[config.mk]
export PLATFORM = sky130hd
export DESIGN_NAME = memoryController
export DESIGN_NICKNAME = d
export VERILOG_FILES = /design/src/hw/memcPkg.sv /design/src/hw/busPkg.sv /design/src/hw/memoryController.sv /design/src/hw/cacheInterface.sv /design/src/hw/memoryInterface.sv /design/src/hw/transferFifo.sv
export VERILOG_INCLUDE_DIRS = /design/src /design/src/hw
export SDC_FILE = /design/constraint.sdc
export NUM_CORES = 1
export LEC_CHECK = 0
export CAP_MARGIN = 20
export CORE_MARGIN = 4
export CORE_UTILIZATION = 59
export CTS_CLUSTER_DIAMETER = 30
export DETAILED_ROUTE_END_ITERATION = 8
export DONT_BUFFER_PORTS = 1
export HOLD_SLACK_MARGIN = 0.06
export PLACE_DENSITY = 0.75
export SLEW_MARGIN = 5
export SYNTH_ARGS = -nofsm -noshare
export SYNTH_HDL_FRONTEND = slang
export SYNTH_SLANG_ARGS = --single-unit
[constraint.sdc]
create_clock -name clk -period 6.3 [get_ports clk]
set_clock_uncertainty 0.05 [all_clocks]
set_input_delay 1.575 -clock clk [delete_from_list [all_inputs] [get_ports clk]]
set_output_delay 1.575 -clock clk [all_outputs]
set_load 0.05 [all_outputs]
[src/hw/memoryController_params.svh]
`ifndef MEMORYCONTROLLER_PARAMS_SVH
`define MEMORYCONTROLLER_PARAMS_SVH

// Cache side, two SRAMs of 1024 words
`define MEMC_NUM_CACHES 2
`define MEMC_SRAM_AW 10

// External bus is word addressed
`define MEMC_DATA_W 32
`define MEMC_EXT_AW 30

`define MEMC_LEN_W 8
`define MEMC_RQID_W 6

// Words moved by one copy command
`define MEMC_BURST_LEN 32

`define MEMC_FIFO_DEPTH 4

`endif
[src/hw/memcPkg.sv]
`default_nettype none
`include "memoryController_params.svh"

package memcPkg;

    typedef logic [`MEMC_DATA_W-1:0] dataWord;
    typedef logic [`MEMC_EXT_AW-1:0] extAddr;
    typedef logic [`MEMC_SRAM_AW-1:0] sramAddr;
    typedef logic [$clog2(`MEMC_NUM_CACHES)-1:0] cacheId;
    typedef logic [`MEMC_RQID_W-1:0] rqId;

    typedef enum logic [2:0] {
        none,
        readSingle,
        writeSingle,
        copyExtToCache,
        copyCacheToExt
    } memcCmd;

    typedef struct packed {
        memcCmd cmd;
        logic [`MEMC_RQID_W-1:0] rqId;
        logic [`MEMC_EXT_AW-1:0] extAddr;
        logic [`MEMC_SRAM_AW-1:0] sramAddr;
        logic [$clog2(`MEMC_NUM_CACHES)-1:0] cacheId;
        dataWord data;            // Only used by writeSingle
    } memcCtrl;

    typedef struct packed {
        logic busy;
        logic [`MEMC_RQID_W-1:0] rqId;
        logic [`MEMC_LEN_W-1:0] progress;   // External data beats done so far
        dataWord result;
        logic resultValid;
    } memcStat;

endpackage

`default_nettype wire

[src/hw/busPkg.sv]
`default_nettype none
`include "memoryController_params.svh"

package busPkg;

    typedef logic [`MEMC_LEN_W-1:0] xferLen;

    // First beat of every transfer, exactly one bus word wide
    typedef struct packed {
        memcPkg::extAddr addr;
        logic burst;
        logic write;
    } extHeader;

    typedef struct packed {
        logic en;
        logic oen;                // High while the master drives the bus
        memcPkg::dataWord bus;
    } extBusOut;

    // Strobes are active low
    typedef struct packed {
        logic ce;
        logic we;
        memcPkg::sramAddr addr;
        memcPkg::dataWord data;
    } sramReq;

endpackage

`default_nettype wire

[src/hw/memoryController.sv]
`timescale 1ns/1ps
`default_nettype none
`include "memoryController_params.svh"

module memoryController (
    input  logic clk,
    input  logic rst,

    input  memcPkg::memcCtrl ctrl,
    output memcPkg::memcStat stat,

    output busPkg::sramReq cacheReq [`MEMC_NUM_CACHES],
    input  memcPkg::dataWord cacheData [`MEMC_NUM_CACHES],

    output busPkg::extBusOut extOut,
    input  logic extStall,
    input  memcPkg::dataWord extIn
);

    localparam int CntW = $clog2(`MEMC_FIFO_DEPTH + 1);

    typedef enum logic {
        ctlIdle,
        ctlWait
    } ctlState;

    ctlState state;
    memcPkg::memcCmd cmdReg;
    logic accept;
    logic isCopy;
    logic toCache;
    logic toExt;
    busPkg::xferLen xferLength;
    memcPkg::dataWord singleData;
    logic singleValid;

    logic memBusy;
    logic memBeatDone;
    logic memWrTake;
    logic memWrAvail;
    logic memRdSpace;
    memcPkg::dataWord memRdData;
    memcPkg::dataWord memWrData;

    logic cacheBusy;
    logic cacheInTake;
    logic cachePush;
    memcPkg::dataWord cacheOutData;
    memcPkg::dataWord sramData;
    memcPkg::cacheId cacheSel;
    busPkg::sramReq cacheSram;

    logic fifoPush;
    logic fifoPop;
    logic fifoFull;
    logic fifoEmpty;
    memcPkg::dataWord fifoPushData;
    memcPkg::dataWord fifoPopData;
    logic [CntW-1:0] fifoCount;
    logic [CntW-1:0] freeSlots;

    assign accept = (state == ctlIdle) && (ctrl.cmd != memcPkg::none);
    assign isCopy = (ctrl.cmd == memcPkg::copyExtToCache) || (ctrl.cmd == memcPkg::copyCacheToExt);
    assign xferLength = isCopy ? busPkg::xferLen'(`MEMC_BURST_LEN) : busPkg::xferLen'(1);

    // Routing follows the command latched at acceptance
    assign toCache = cmdReg == memcPkg::copyExtToCache;
    assign toExt = cmdReg == memcPkg::copyCacheToExt;
    assign fifoPush = toCache ? memBeatDone : cachePush;
    assign fifoPushData = toCache ? memRdData : cacheOutData;
    assign fifoPop = toExt ? memWrTake : cacheInTake;
    assign freeSlots = CntW'(`MEMC_FIFO_DEPTH) - fifoCount;

    // Single writes bypass the FIFO, single reads never wait for space
    assign memWrAvail = (cmdReg == memcPkg::writeSingle) ? singleValid : !fifoEmpty;
    assign memWrData = (cmdReg == memcPkg::writeSingle) ? singleData : fifoPopData;
    assign memRdSpace = (cmdReg == memcPkg::readSingle) || !fifoFull;

    memoryInterface memIf (
        .clk(clk),
        .rst(rst),
        .start(accept),
        .write((ctrl.cmd == memcPkg::writeSingle) || (ctrl.cmd == memcPkg::copyCacheToExt)),
        .len(xferLength),
        .addr(ctrl.extAddr),
        .busy(memBusy),
        .beatDone(memBeatDone),
        .rdData(memRdData),
        .wrData(memWrData),
        .wrAvail(memWrAvail),
        .rdSpace(memRdSpace),
        .wrTake(memWrTake),
        .bus(extOut),
        .stall(extStall),
        .busIn(extIn)
    );

    cacheInterface cacheIf (
        .clk(clk),
        .rst(rst),
        .start(accept && isCopy),
        .write(ctrl.cmd == memcPkg::copyExtToCache),
        .len(xferLength),
        .base(ctrl.sramAddr),
        .sel(ctrl.cacheId),
        .busy(cacheBusy),
        .inAvail(!fifoEmpty),
        .inData(fifoPopData),
        .inTake(cacheInTake),
        .outSpace(freeSlots),
        .outPush(cachePush),
        .outData(cacheOutData),
        .selOut(cacheSel),
        .sram(cacheSram),
        .sramData(sramData)
    );

    transferFifo #(
        .DEPTH(`MEMC_FIFO_DEPTH)
    ) xferFifo (
        .clk(clk),
        .rst(rst),
        .push(fifoPush),
        .pushData(fifoPushData),
        .pop(fifoPop),
        .popData(fifoPopData),
        .full(fifoFull),
        .empty(fifoEmpty),
        .count(fifoCount)
    );

    // Unselected caches keep both strobes high
    always_comb begin
        for (int i = 0; i < `MEMC_NUM_CACHES; i++) begin
            cacheReq[i] = cacheSram;
            if (memcPkg::cacheId'(i) != cacheSel) begin
                cacheReq[i].ce = 1'b1;
                cacheReq[i].we = 1'b1;
            end
        end
    end

    assign sramData = cacheData[cacheSel];

    always_ff @(posedge clk) begin
        if (accept) begin
            stat.rqId <= ctrl.rqId;
            singleData <= ctrl.data;
        end
        if (memBeatDone && cmdReg == memcPkg::readSingle) begin
            stat.result <= memRdData;
        end

        if (rst) begin
            state <= ctlIdle;
            cmdReg <= memcPkg::none;
            singleValid <= 1'b0;
            stat.busy <= 1'b0;
            stat.progress <= '0;
            stat.resultValid <= 1'b0;
        end else begin
            stat.resultValid <= memBeatDone && (cmdReg == memcPkg::readSingle);
            if (memBeatDone) begin
                stat.progress <= stat.progress + 1'b1;
            end
            if (memWrTake && cmdReg == memcPkg::writeSingle) begin
                singleValid <= 1'b0;
            end
            case (state)
                ctlIdle: begin
                    if (accept) begin
                        state <= ctlWait;
                        cmdReg <= ctrl.cmd;
                        singleValid <= ctrl.cmd == memcPkg::writeSingle;
                        stat.busy <= 1'b1;
                        stat.progress <= '0;
                    end
                end
                ctlWait: begin
                    if (!memBusy && !cacheBusy) begin
                        state <= ctlIdle;   // Both sides drained
                        stat.busy <= 1'b0;
                    end
                end
                default: state <= ctlIdle;
            endcase
        end
    end

endmodule

`default_nettype wire

[src/hw/cacheInterface.sv]
`timescale 1ns/1ps
`default_nettype none
`include "memoryController_params.svh"

module cacheInterface (
    input  logic clk,
    input  logic rst,

    input  logic start,
    input  logic write,
    input  busPkg::xferLen len,
    input  memcPkg::sramAddr base,
    input  memcPkg::cacheId sel,
    output logic busy,

    input  logic inAvail,
    input  memcPkg::dataWord inData,
    output logic inTake,
    input  logic [$clog2(`MEMC_FIFO_DEPTH + 1)-1:0] outSpace,
    output logic outPush,
    output memcPkg::dataWord outData,

    output memcPkg::cacheId selOut,
    output busPkg::sramReq sram,
    input  memcPkg::dataWord sramData
);

    localparam int SpaceW = $clog2(`MEMC_FIFO_DEPTH + 1);

    typedef enum logic [1:0] {
        idle,
        xfer,
        done
    } ciState;

    ciState state;
    busPkg::xferLen remaining;
    memcPkg::sramAddr addrReg;
    logic isWrite;
    logic readPending;
    logic [SpaceW-1:0] inFlight;
    logic step;

    assign busy = state != idle;
    assign inFlight = {{(SpaceW - 1){1'b0}}, readPending};

    // A read still on its way back already owns one FIFO slot
    always_comb begin
        step = 1'b0;
        if (state == xfer) begin
            step = isWrite ? inAvail : (outSpace > inFlight);
        end
    end

    assign inTake = step && isWrite;
    assign outPush = readPending;     // SRAM word arrives one cycle after the read
    assign outData = sramData;

    always_comb begin
        sram.ce = !step;
        sram.we = !(step && isWrite);
        sram.addr = addrReg;
        sram.data = inData;
    end

    always_ff @(posedge clk) begin
        if (rst) begin
            state <= idle;
            remaining <= '0;
            readPending <= 1'b0;
            selOut <= '0;
        end else begin
            readPending <= step && !isWrite;
            case (state)
                idle: begin
                    if (start) begin
                        state <= xfer;
                        remaining <= len;
                        selOut <= sel;
                    end
                end
                xfer: begin
                    if (step) begin
                        remaining <= remaining - 1'b1;
                        if (remaining == busPkg::xferLen'(1)) begin
                            state <= done;
                        end
                    end
                end
                default: state <= idle;
            endcase
        end
    end

    always_ff @(posedge clk) begin
        if (state == idle && start) begin
            addrReg <= base;
            isWrite <= write;
        end else if (step) begin
            addrReg <= addrReg + 1'b1;
        end
    end

endmodule

`default_nettype wire

[src/hw/memoryInterface.sv]
`timescale 1ns/1ps
`default_nettype none

module memoryInterface (
    input  logic clk,
    input  logic rst,

    input  logic start,
    input  logic write,
    input  busPkg::xferLen len,
    input  memcPkg::extAddr addr,
    output logic busy,

    output logic beatDone,
    output memcPkg::dataWord rdData,
    input  memcPkg::dataWord wrData,
    input  logic wrAvail,
    input  logic rdSpace,
    output logic wrTake,

    output busPkg::extBusOut bus,
    input  logic stall,
    input  memcPkg::dataWord busIn
);

    typedef enum logic [1:0] {
        idle,
        header,
        data,
        done
    } miState;

    miState state;
    busPkg::extHeader hdr;
    busPkg::xferLen remaining;
    logic isWrite;

    assign busy = state != idle;
    assign beatDone = (state == data) && bus.en && !stall;
    assign wrTake = beatDone && isWrite;
    assign rdData = busIn;            // Taken by the FIFO or the status on beatDone

    // A stalled beat keeps its word, since nothing is taken until it completes
    always_comb begin
        bus = '0;
        case (state)
            header: begin
                bus.en = 1'b1;
                bus.oen = 1'b1;
                bus.bus = memcPkg::dataWord'(hdr);
            end
            data: begin
                if (isWrite) begin
                    bus.en = wrAvail;
                    bus.oen = 1'b1;
                    bus.bus = wrData;
                end else begin
                    bus.en = rdSpace;   // Slave drives busIn, oen stays low
                end
            end
            default: bus = '0;
        endcase
    end

    always_ff @(posedge clk) begin
        if (rst) begin
            state <= idle;
            remaining <= '0;
        end else begin
            case (state)
                idle: begin
                    if (start) begin
                        state <= header;
                        remaining <= len;
                    end
                end
                header: begin
                    if (!stall) begin
                        state <= data;
                    end
                end
                data: begin
                    if (beatDone) begin
                        remaining <= remaining - 1'b1;
                        if (remaining == busPkg::xferLen'(1)) begin
                            state <= done;
                        end
                    end
                end
                default: state <= idle;
            endcase
        end
    end

    always_ff @(posedge clk) begin
        if (state == idle && start) begin
            hdr.addr <= addr;
            hdr.burst <= len > busPkg::xferLen'(1);
            hdr.write <= write;
            isWrite <= write;
        end
    end

endmodule

`default_nettype wire

[src/hw/transferFifo.sv]
`timescale 1ns/1ps
`default_nettype none
`include "memoryController_params.svh"

module transferFifo #(
    parameter int DEPTH = `MEMC_FIFO_DEPTH
) (
    input  logic clk,
    input  logic rst,
    input  logic push,
    input  memcPkg::dataWord pushData,
    input  logic pop,
    output memcPkg::dataWord popData,
    output logic full,
    output logic empty,
    output logic [$clog2(DEPTH + 1)-1:0] count
);

    localparam int PtrW = (DEPTH > 1) ? $clog2(DEPTH) : 1;
    localparam int CntW = $clog2(DEPTH + 1);

    memcPkg::dataWord mem [DEPTH];
    logic [PtrW-1:0] wrPtr;
    logic [PtrW-1:0] rdPtr;
    logic doPush;
    logic doPop;

    assign full = count == CntW'(DEPTH);
    assign empty = count == '0;
    assign doPush = push && !full;
    assign doPop = pop && !empty;     // Pop on an empty buffer does nothing
    assign popData = mem[rdPtr];      // Head word is visible before the pop

    always_ff @(posedge clk) begin
        if (doPush) begin
            mem[wrPtr] <= pushData;
        end
    end

    always_ff @(posedge clk) begin
        if (rst) begin
            wrPtr <= '0;
            rdPtr <= '0;
            count <= '0;
        end else begin
            if (doPush) begin
                wrPtr <= (wrPtr == PtrW'(DEPTH - 1)) ? '0 : wrPtr + 1'b1;
            end
            if (doPop) begin
                rdPtr <= (rdPtr == PtrW'(DEPTH - 1)) ? '0 : rdPtr + 1'b1;
            end
            count <= count + CntW'(doPush) - CntW'(doPop);
        end
    end

endmodule

`default_nettype wire

After elaboration in Yosys (flattened, before gate mapping)
Memories as Yosys holds them, arrays and structs flattened. A register that Yosys moved wholly into a read port is not among the register bits. Index checks and enable logic that the tools add are counted.

Register bits after elaboration: 157. Latch bits: 0. RAM bits: 128. ROM bits: 0. Word-level logic and storage cells: 154. Memories kept: 1.

Memories: xferFifo.mem (words 4, bits a word 32, read ports 1, clocked after Yosys merged registers in 1, wr ports 1, RTL line transferFifo.sv:22) `memcPkg::dataWord mem [DEPTH];`.

Add/sub/neg operators: 9. Multiply operators: 0. Div/mod/pow operators: 0. Magnitude comparators: 3. Eq/ne operators: 24. Shift operators: 0. Muxes and demuxes: 51. Bitwise logic cells: 2. Reduce and logical (&&, ||, !) cells: 41.

Operator list (number): $mux W32 (5); $pmux W34 S2 (1); $mux W8 (7); $mux W33 (1); $pmux W8 S2 (2); $mux W2 (13); $mux W10 (2); $eq A8 B1 Y1 const B (2); $sub A8 B1 Y8 const B (2); $mux W1 (15); $logic_and A1 B1 Y1 (14); $eq A3 B2 Y1 const B (4); $ne A2 B2 Y1 const B (6); $add A10 B1 Y10 const B (1); $reduce_bool A2 Y1 (5); $eq A3 B3 Y1 const B (3); $reduce_and A3 Y1 (3); $add A8 B1 Y8 const B (1); $logic_not A1 Y1 (8); $eq A2 B2 Y1 const B (3); $gt A6 B1 Y1 const B (1); $mux W6 (1); $ne A2 B1 Y1 const B (3); $pmux W2 S3 (1); 18 further kinds (26).

Depth between registers and ports, before layout
Depth in word-level cells: 12. Mapped depth: 13. Gate-level depth less buffers: 13.

By module
Synthesis repeated with hierarchy kept, for this count alone.

Cell total of the unflattened synthesis: 995. Area, all modules: 13893.3 µm².

By module, submodules not included: transferFifo (instances 1, cells each 217, area each 5093.6 µm², seq. area each 4023.9 µm²); memoryController (instances 1, cells each 311, area each 4355.4 µm², seq. area each 2402.3 µm²); memoryInterface (instances 1, cells each 241, area each 2583.7 µm², seq. area each 1161.1 µm²); cacheInterface (instances 1, cells each 226, area each 1860.5 µm², seq. area each 570.5 µm²).

Worst setup path before layout
OpenSTA, ideal clock, no wires.

Path type: input -> register. Start point: in ctrl[80] (netlist name). End point: reg memIf.remaining[6]. Arrival: 4526 ps. Data required time: 6135 ps. Setup slack: 1609 ps. Cell stages on the path: 4. Cells stage by stage: nor3_1 nor3_1 a21o_1 o21ba_2.

Cells in the longest elaborated chain, start to end: 4.

Ends and longest elaborated chain: start, declared (RTL line memoryController.sv:9) `input memcPkg::memcCtrl ctrl,`; $reduce_bool A3 Y1 (RTL line memoryController.sv:62) `assign accept = (state == ctlIdle) && (ctrl.cmd != memcPkg::none);`; $logic_and A1 B1 Y1 (RTL line memoryController.sv:62); $ne A2 B2 Y1 (no line); $reduce_and A3 Y1 (no line); end signal, assigned (RTL line memoryInterface.sv:74) `remaining <= len;`; end signal, assigned (RTL line memoryInterface.sv:84) `remaining <= remaining - 1'b1;`; end, declared (RTL line memoryInterface.sv:35) `busPkg::xferLen remaining;`.

Every way passes these cells. A chain may end at the register's enable or synchronous reset.

==> run_results.csv <==
group,metric,value,unit
drt,drtAntennaViolNets,0,
placed_design,pre_cts_ws,1.578,ns
logic_synthesis,netlist_area,12540,µm²
layout,finalNetCount,1133,
floorplan,design.die.area,23650,µm²
setup_path,crit_top_cell,"a21oi_1",
setup_path,r2r_start,"memIf.state[1]",
global_routing,overflow,0,
global_routing,grt_first_pass_wirelength,44.71,mm
timing,fmax,192.9,MHz
setup_path,crit_arrival,3.56,ns
logic_synthesis,synthFlopType,"edfxtp_1",
drt,drt-initial-drc-count,604,
setup_path,path_class,"reg -> out",
placed_design,dpl-instance-area,12510,µm²
timing,setup-tns-final,0,ns
layout,fillers,1518,
logic_synthesis,synth.ff_latch_count,287,
clock_tree,cts_setup_buffers,0,
clock_tree,h-tree-depth,2,
layout,areaGrowthSynthToFinish,13.38,%
clock_tree,cts.path.max_buffers,3,
logic_synthesis,syn_nets,1158,
logic_synthesis,syn_area_per_cell,13.13,µm²
floorplan,die_h,153.8,µm
layout,drive_above_1_share,15.55,%
clock_tree,cts-resized-gates,0,
floorplan,design.core.area,20960,µm²
global_routing,first_global_vias,7706,
hold_path,hold_path_class,"reg -> reg",
drt,vias,7613,
logic_synthesis,yosys.area_share.simple,10.11,%
clock_tree,clk_pin_slew_worst_paths,0.05,ns
logic_synthesis,synth_edf_count,241,
clock_tree,cts_inserted_buffers,49,
setup_path,critPathCaptureType,"output pin",
run,max_cap_violations,0,
setup_path,worstSetupEndpoint,"extOut[26]",
logic_synthesis,synthCells,955,
logic_synthesis,synth_commonest_cells,"edfxtp_1, a21oi_1, nor2_1",
floorplan,die_width,153.8,µm
placed_design,dpl.hpwl,20.17,mm
global_routing,grt.total_usage,24.55,%
setup_path,cpPeakStageDelay,0.97,ns
setup_path,cp_slowest_cell,"dfxtp_2",
timing,finalCritPeriodShare,82.30,%
layout,stdcell_area,14220,µm²
pwr,p_leak,4.767,nW
drt,post_drt_via_cell_ratio,6.105,
drt,drc,0,
timing,worst_slack,1.115,ns
logic_synthesis,synth_fa_ha_area_share,2.255,%
logic_synthesis,synth_top_area_share,57.71,%
logic_synthesis,synthArstFlopShare,0,%
drt,finalWirelength,30.04,mm
floorplan,num_rows,53,
setup_path,crit_chain,"buf_4 -> mux4_2 -> nand2_1 -> a21oi_1 -> a21oi_1 -> nor2_1",
timing,hold_viol,0,
drt,firstDrtPassIters,5,
setup_path,required,4.68,ns
setup_path,worst-path-max-fanout,27,
timing,tightest_slew,1.072,ns
global_routing,grt_max_degree,67,
logic_synthesis,synth.mux.area_fraction,9.039,%
timing,setup_viol,0,
logic_synthesis,synth_top_area_cell,"edfxtp_1",
placed_design,gp_congestion,0.8370,
floorplan,ios,351,
drt,wl_per_cell,24.09,µm
timing,max_slew_margin,28.14,%
floorplan,initial_core_util,59.85,%
setup_path,start_kind,"flip-flop",
clock_tree,clkSinkCount,287,
pwr,ir_drop,0.0002300,V
setup_path,reg2reg_slack,2.60,ns
logic_synthesis,synth_top_family_by_area,"simple AND/OR/NAND/NOR gates",
timing,period_needed,5.185,ns
timing,rsz0062_at_grt,"false",
logic_synthesis,synth_most_common_cell,"edfxtp_1",
clock_tree,hold_buffers,0,
placed_design,io_buffer_count,0,
outcome,status,"completed",
logic_synthesis,yosysSeqAreaShare,65.05,%
timing,holdWs,0.4417,ns
logic_synthesis,synth_cell_types,60,
clock_tree,cts_tree,"done",
setup_path,rr_worst_depth,7,
logic_synthesis,synth_xor_area_share,1.257,%
setup_path,rr_endpoint,"xferFifo.mem[2][27]",
logic_synthesis,synth-compound-area-share,7.513,%
clock_tree,cts_root_buffer,"clkbuf_16",
clock_tree,clk_latency,0.54,ns
pwr,power.density,424.9,nW/µm²
timing,slew_violations,0,
logic_synthesis,synth_area_leaders,"edfxtp_1, dfxtp_1, mux4_2",
logic_synthesis,synth_warnings,0,
global_routing,antenna_found_initial,3,
[critical path, delay by kind of cell (launching register included)]
| family | cells | cell delay [ns] |
|---|---|---|
| mux | 1 | 0.64 |
| compound gates | 2 | 0.26 |
| buf+inv | 1 | 0.32 |
| simple gates | 2 | 0.82 |
| flops | 1 | 0.97 |
[kinds of logic (layout without fill, tap and decap cells)]
| family | Yosys count | in the layout |
|---|---|---|
| compound gates | 168 | 168 |
| xor+xnor | 18 | 18 |
| fa+ha+maj | 22 | 22 |
| buf+inv | 111 | 127 |
| flops | 287 | 287 |
| mux | 73 | 73 |
| other cells | 0 | 1 |
| simple gates | 276 | 276 |
[flip-flops by register name (all words and copies together), names as in the netlist, 8 cells and up, named ones only]
name,count
xferFifo.mem,128
stat,48
memIf.hdr,32
singleData,32
cacheIf.addrReg,10
cacheIf.remaining,8
memIf.remaining,8
[worst min path at each step]
stage                     depth (start not counted)            endpoint          startpoint
after global routing                              2  memIf.remaining[5]  memIf.remaining[5]
final                                             2  memIf.remaining[5]  memIf.remaining[5]
after floorplan                                   2  memIf.remaining[7]  memIf.remaining[7]
after detailed placement                          2  memIf.remaining[7]  memIf.remaining[7]
after CTS                                         2  memIf.remaining[7]  memIf.remaining[7]
after global placement                            2  memIf.remaining[7]  memIf.remaining[7]
[per-stage QoR]
step | power [mW] | cells | util [%]
2_1_floorplan | 3.269 | 955 | -
3_3_place_gp | 3.443 | 1151 | 59.55
3_5_place_dp | 3.497 | 1152 | 59.68
4_1_cts | 6.064 | 1244 | 67.58
5_1_grt | 6.268 | 1247 | 67.85
6_report | 6.042 | 1247 | 67.85
[power breakdown]
| part | internal [mW] | leakage (nW) | switching [mW] |
|---|---|---|---|
| sequential | 2.28 | 2.60 | 0.177 |
| clock | 1.66 | 0.796 | 0.908 |
| combinational | 0.277 | 1.37 | 0.744 |
[routing by layer]
| layer | global-route usage (%) | vias to the layer above | routed length (µm) |
|---|---|---|---|
| met3 | 7.571 | 62 | 3002 |
| li1 | - | 3457 | - |
| met1 | 32.85 | 3689 | 11800 |
| met5 | 0 | - | 23 |
| met4 | 7.569 | 4 | 782 |
| met2 | 39.11 | 401 | 14440 |
[placed cells by master, fill, tap and decap left out, types with 4 or more instances in the layout]
master / instances
xor2_1: 7
or3_1: 8
mux2i_1: 39
clkinv_1: 5
mux4_2: 32
clkinv_2: 9
and2_2: 5
clkinv_4: 7
a21oi_1: 125
xnor2_1: 11
nor3_1: 4
clkbuf_1: 4
or4_1: 6
o21ai_0: 13
nand2b_1: 6
nor2_1: 111
ha_1: 21
buf_4: 10
dfxtp_1: 43
nand4_1: 5
edfxtp_1: 241
nand3_1: 11
inv_1: 21
clkbuf_16: 52
clkinvlp_4: 7
nand2_1: 88
o211ai_1: 4
[area by class of cell]
| class | instances | area (µm²) | area share (%) |
|---|---|---|---|
| Sequential cell | 287 | 8162 | 57.40 |
| Multi-Input combinational cell | 557 | 3815 | 26.83 |
| Clock buffer | 58 | 1344 | 9.451 |
| Tap cell | 275 | 344.1 | 2.420 |
| Clock inverter | 34 | 311.5 | 2.191 |
| Timing Repair Buffer | 13 | 157.7 | 1.109 |
| Inverter | 22 | 82.58 | 0.5808 |
| Antenna cell | 1 | 2.502 | 0.01760 |
(Power assumes the default switching activity.)
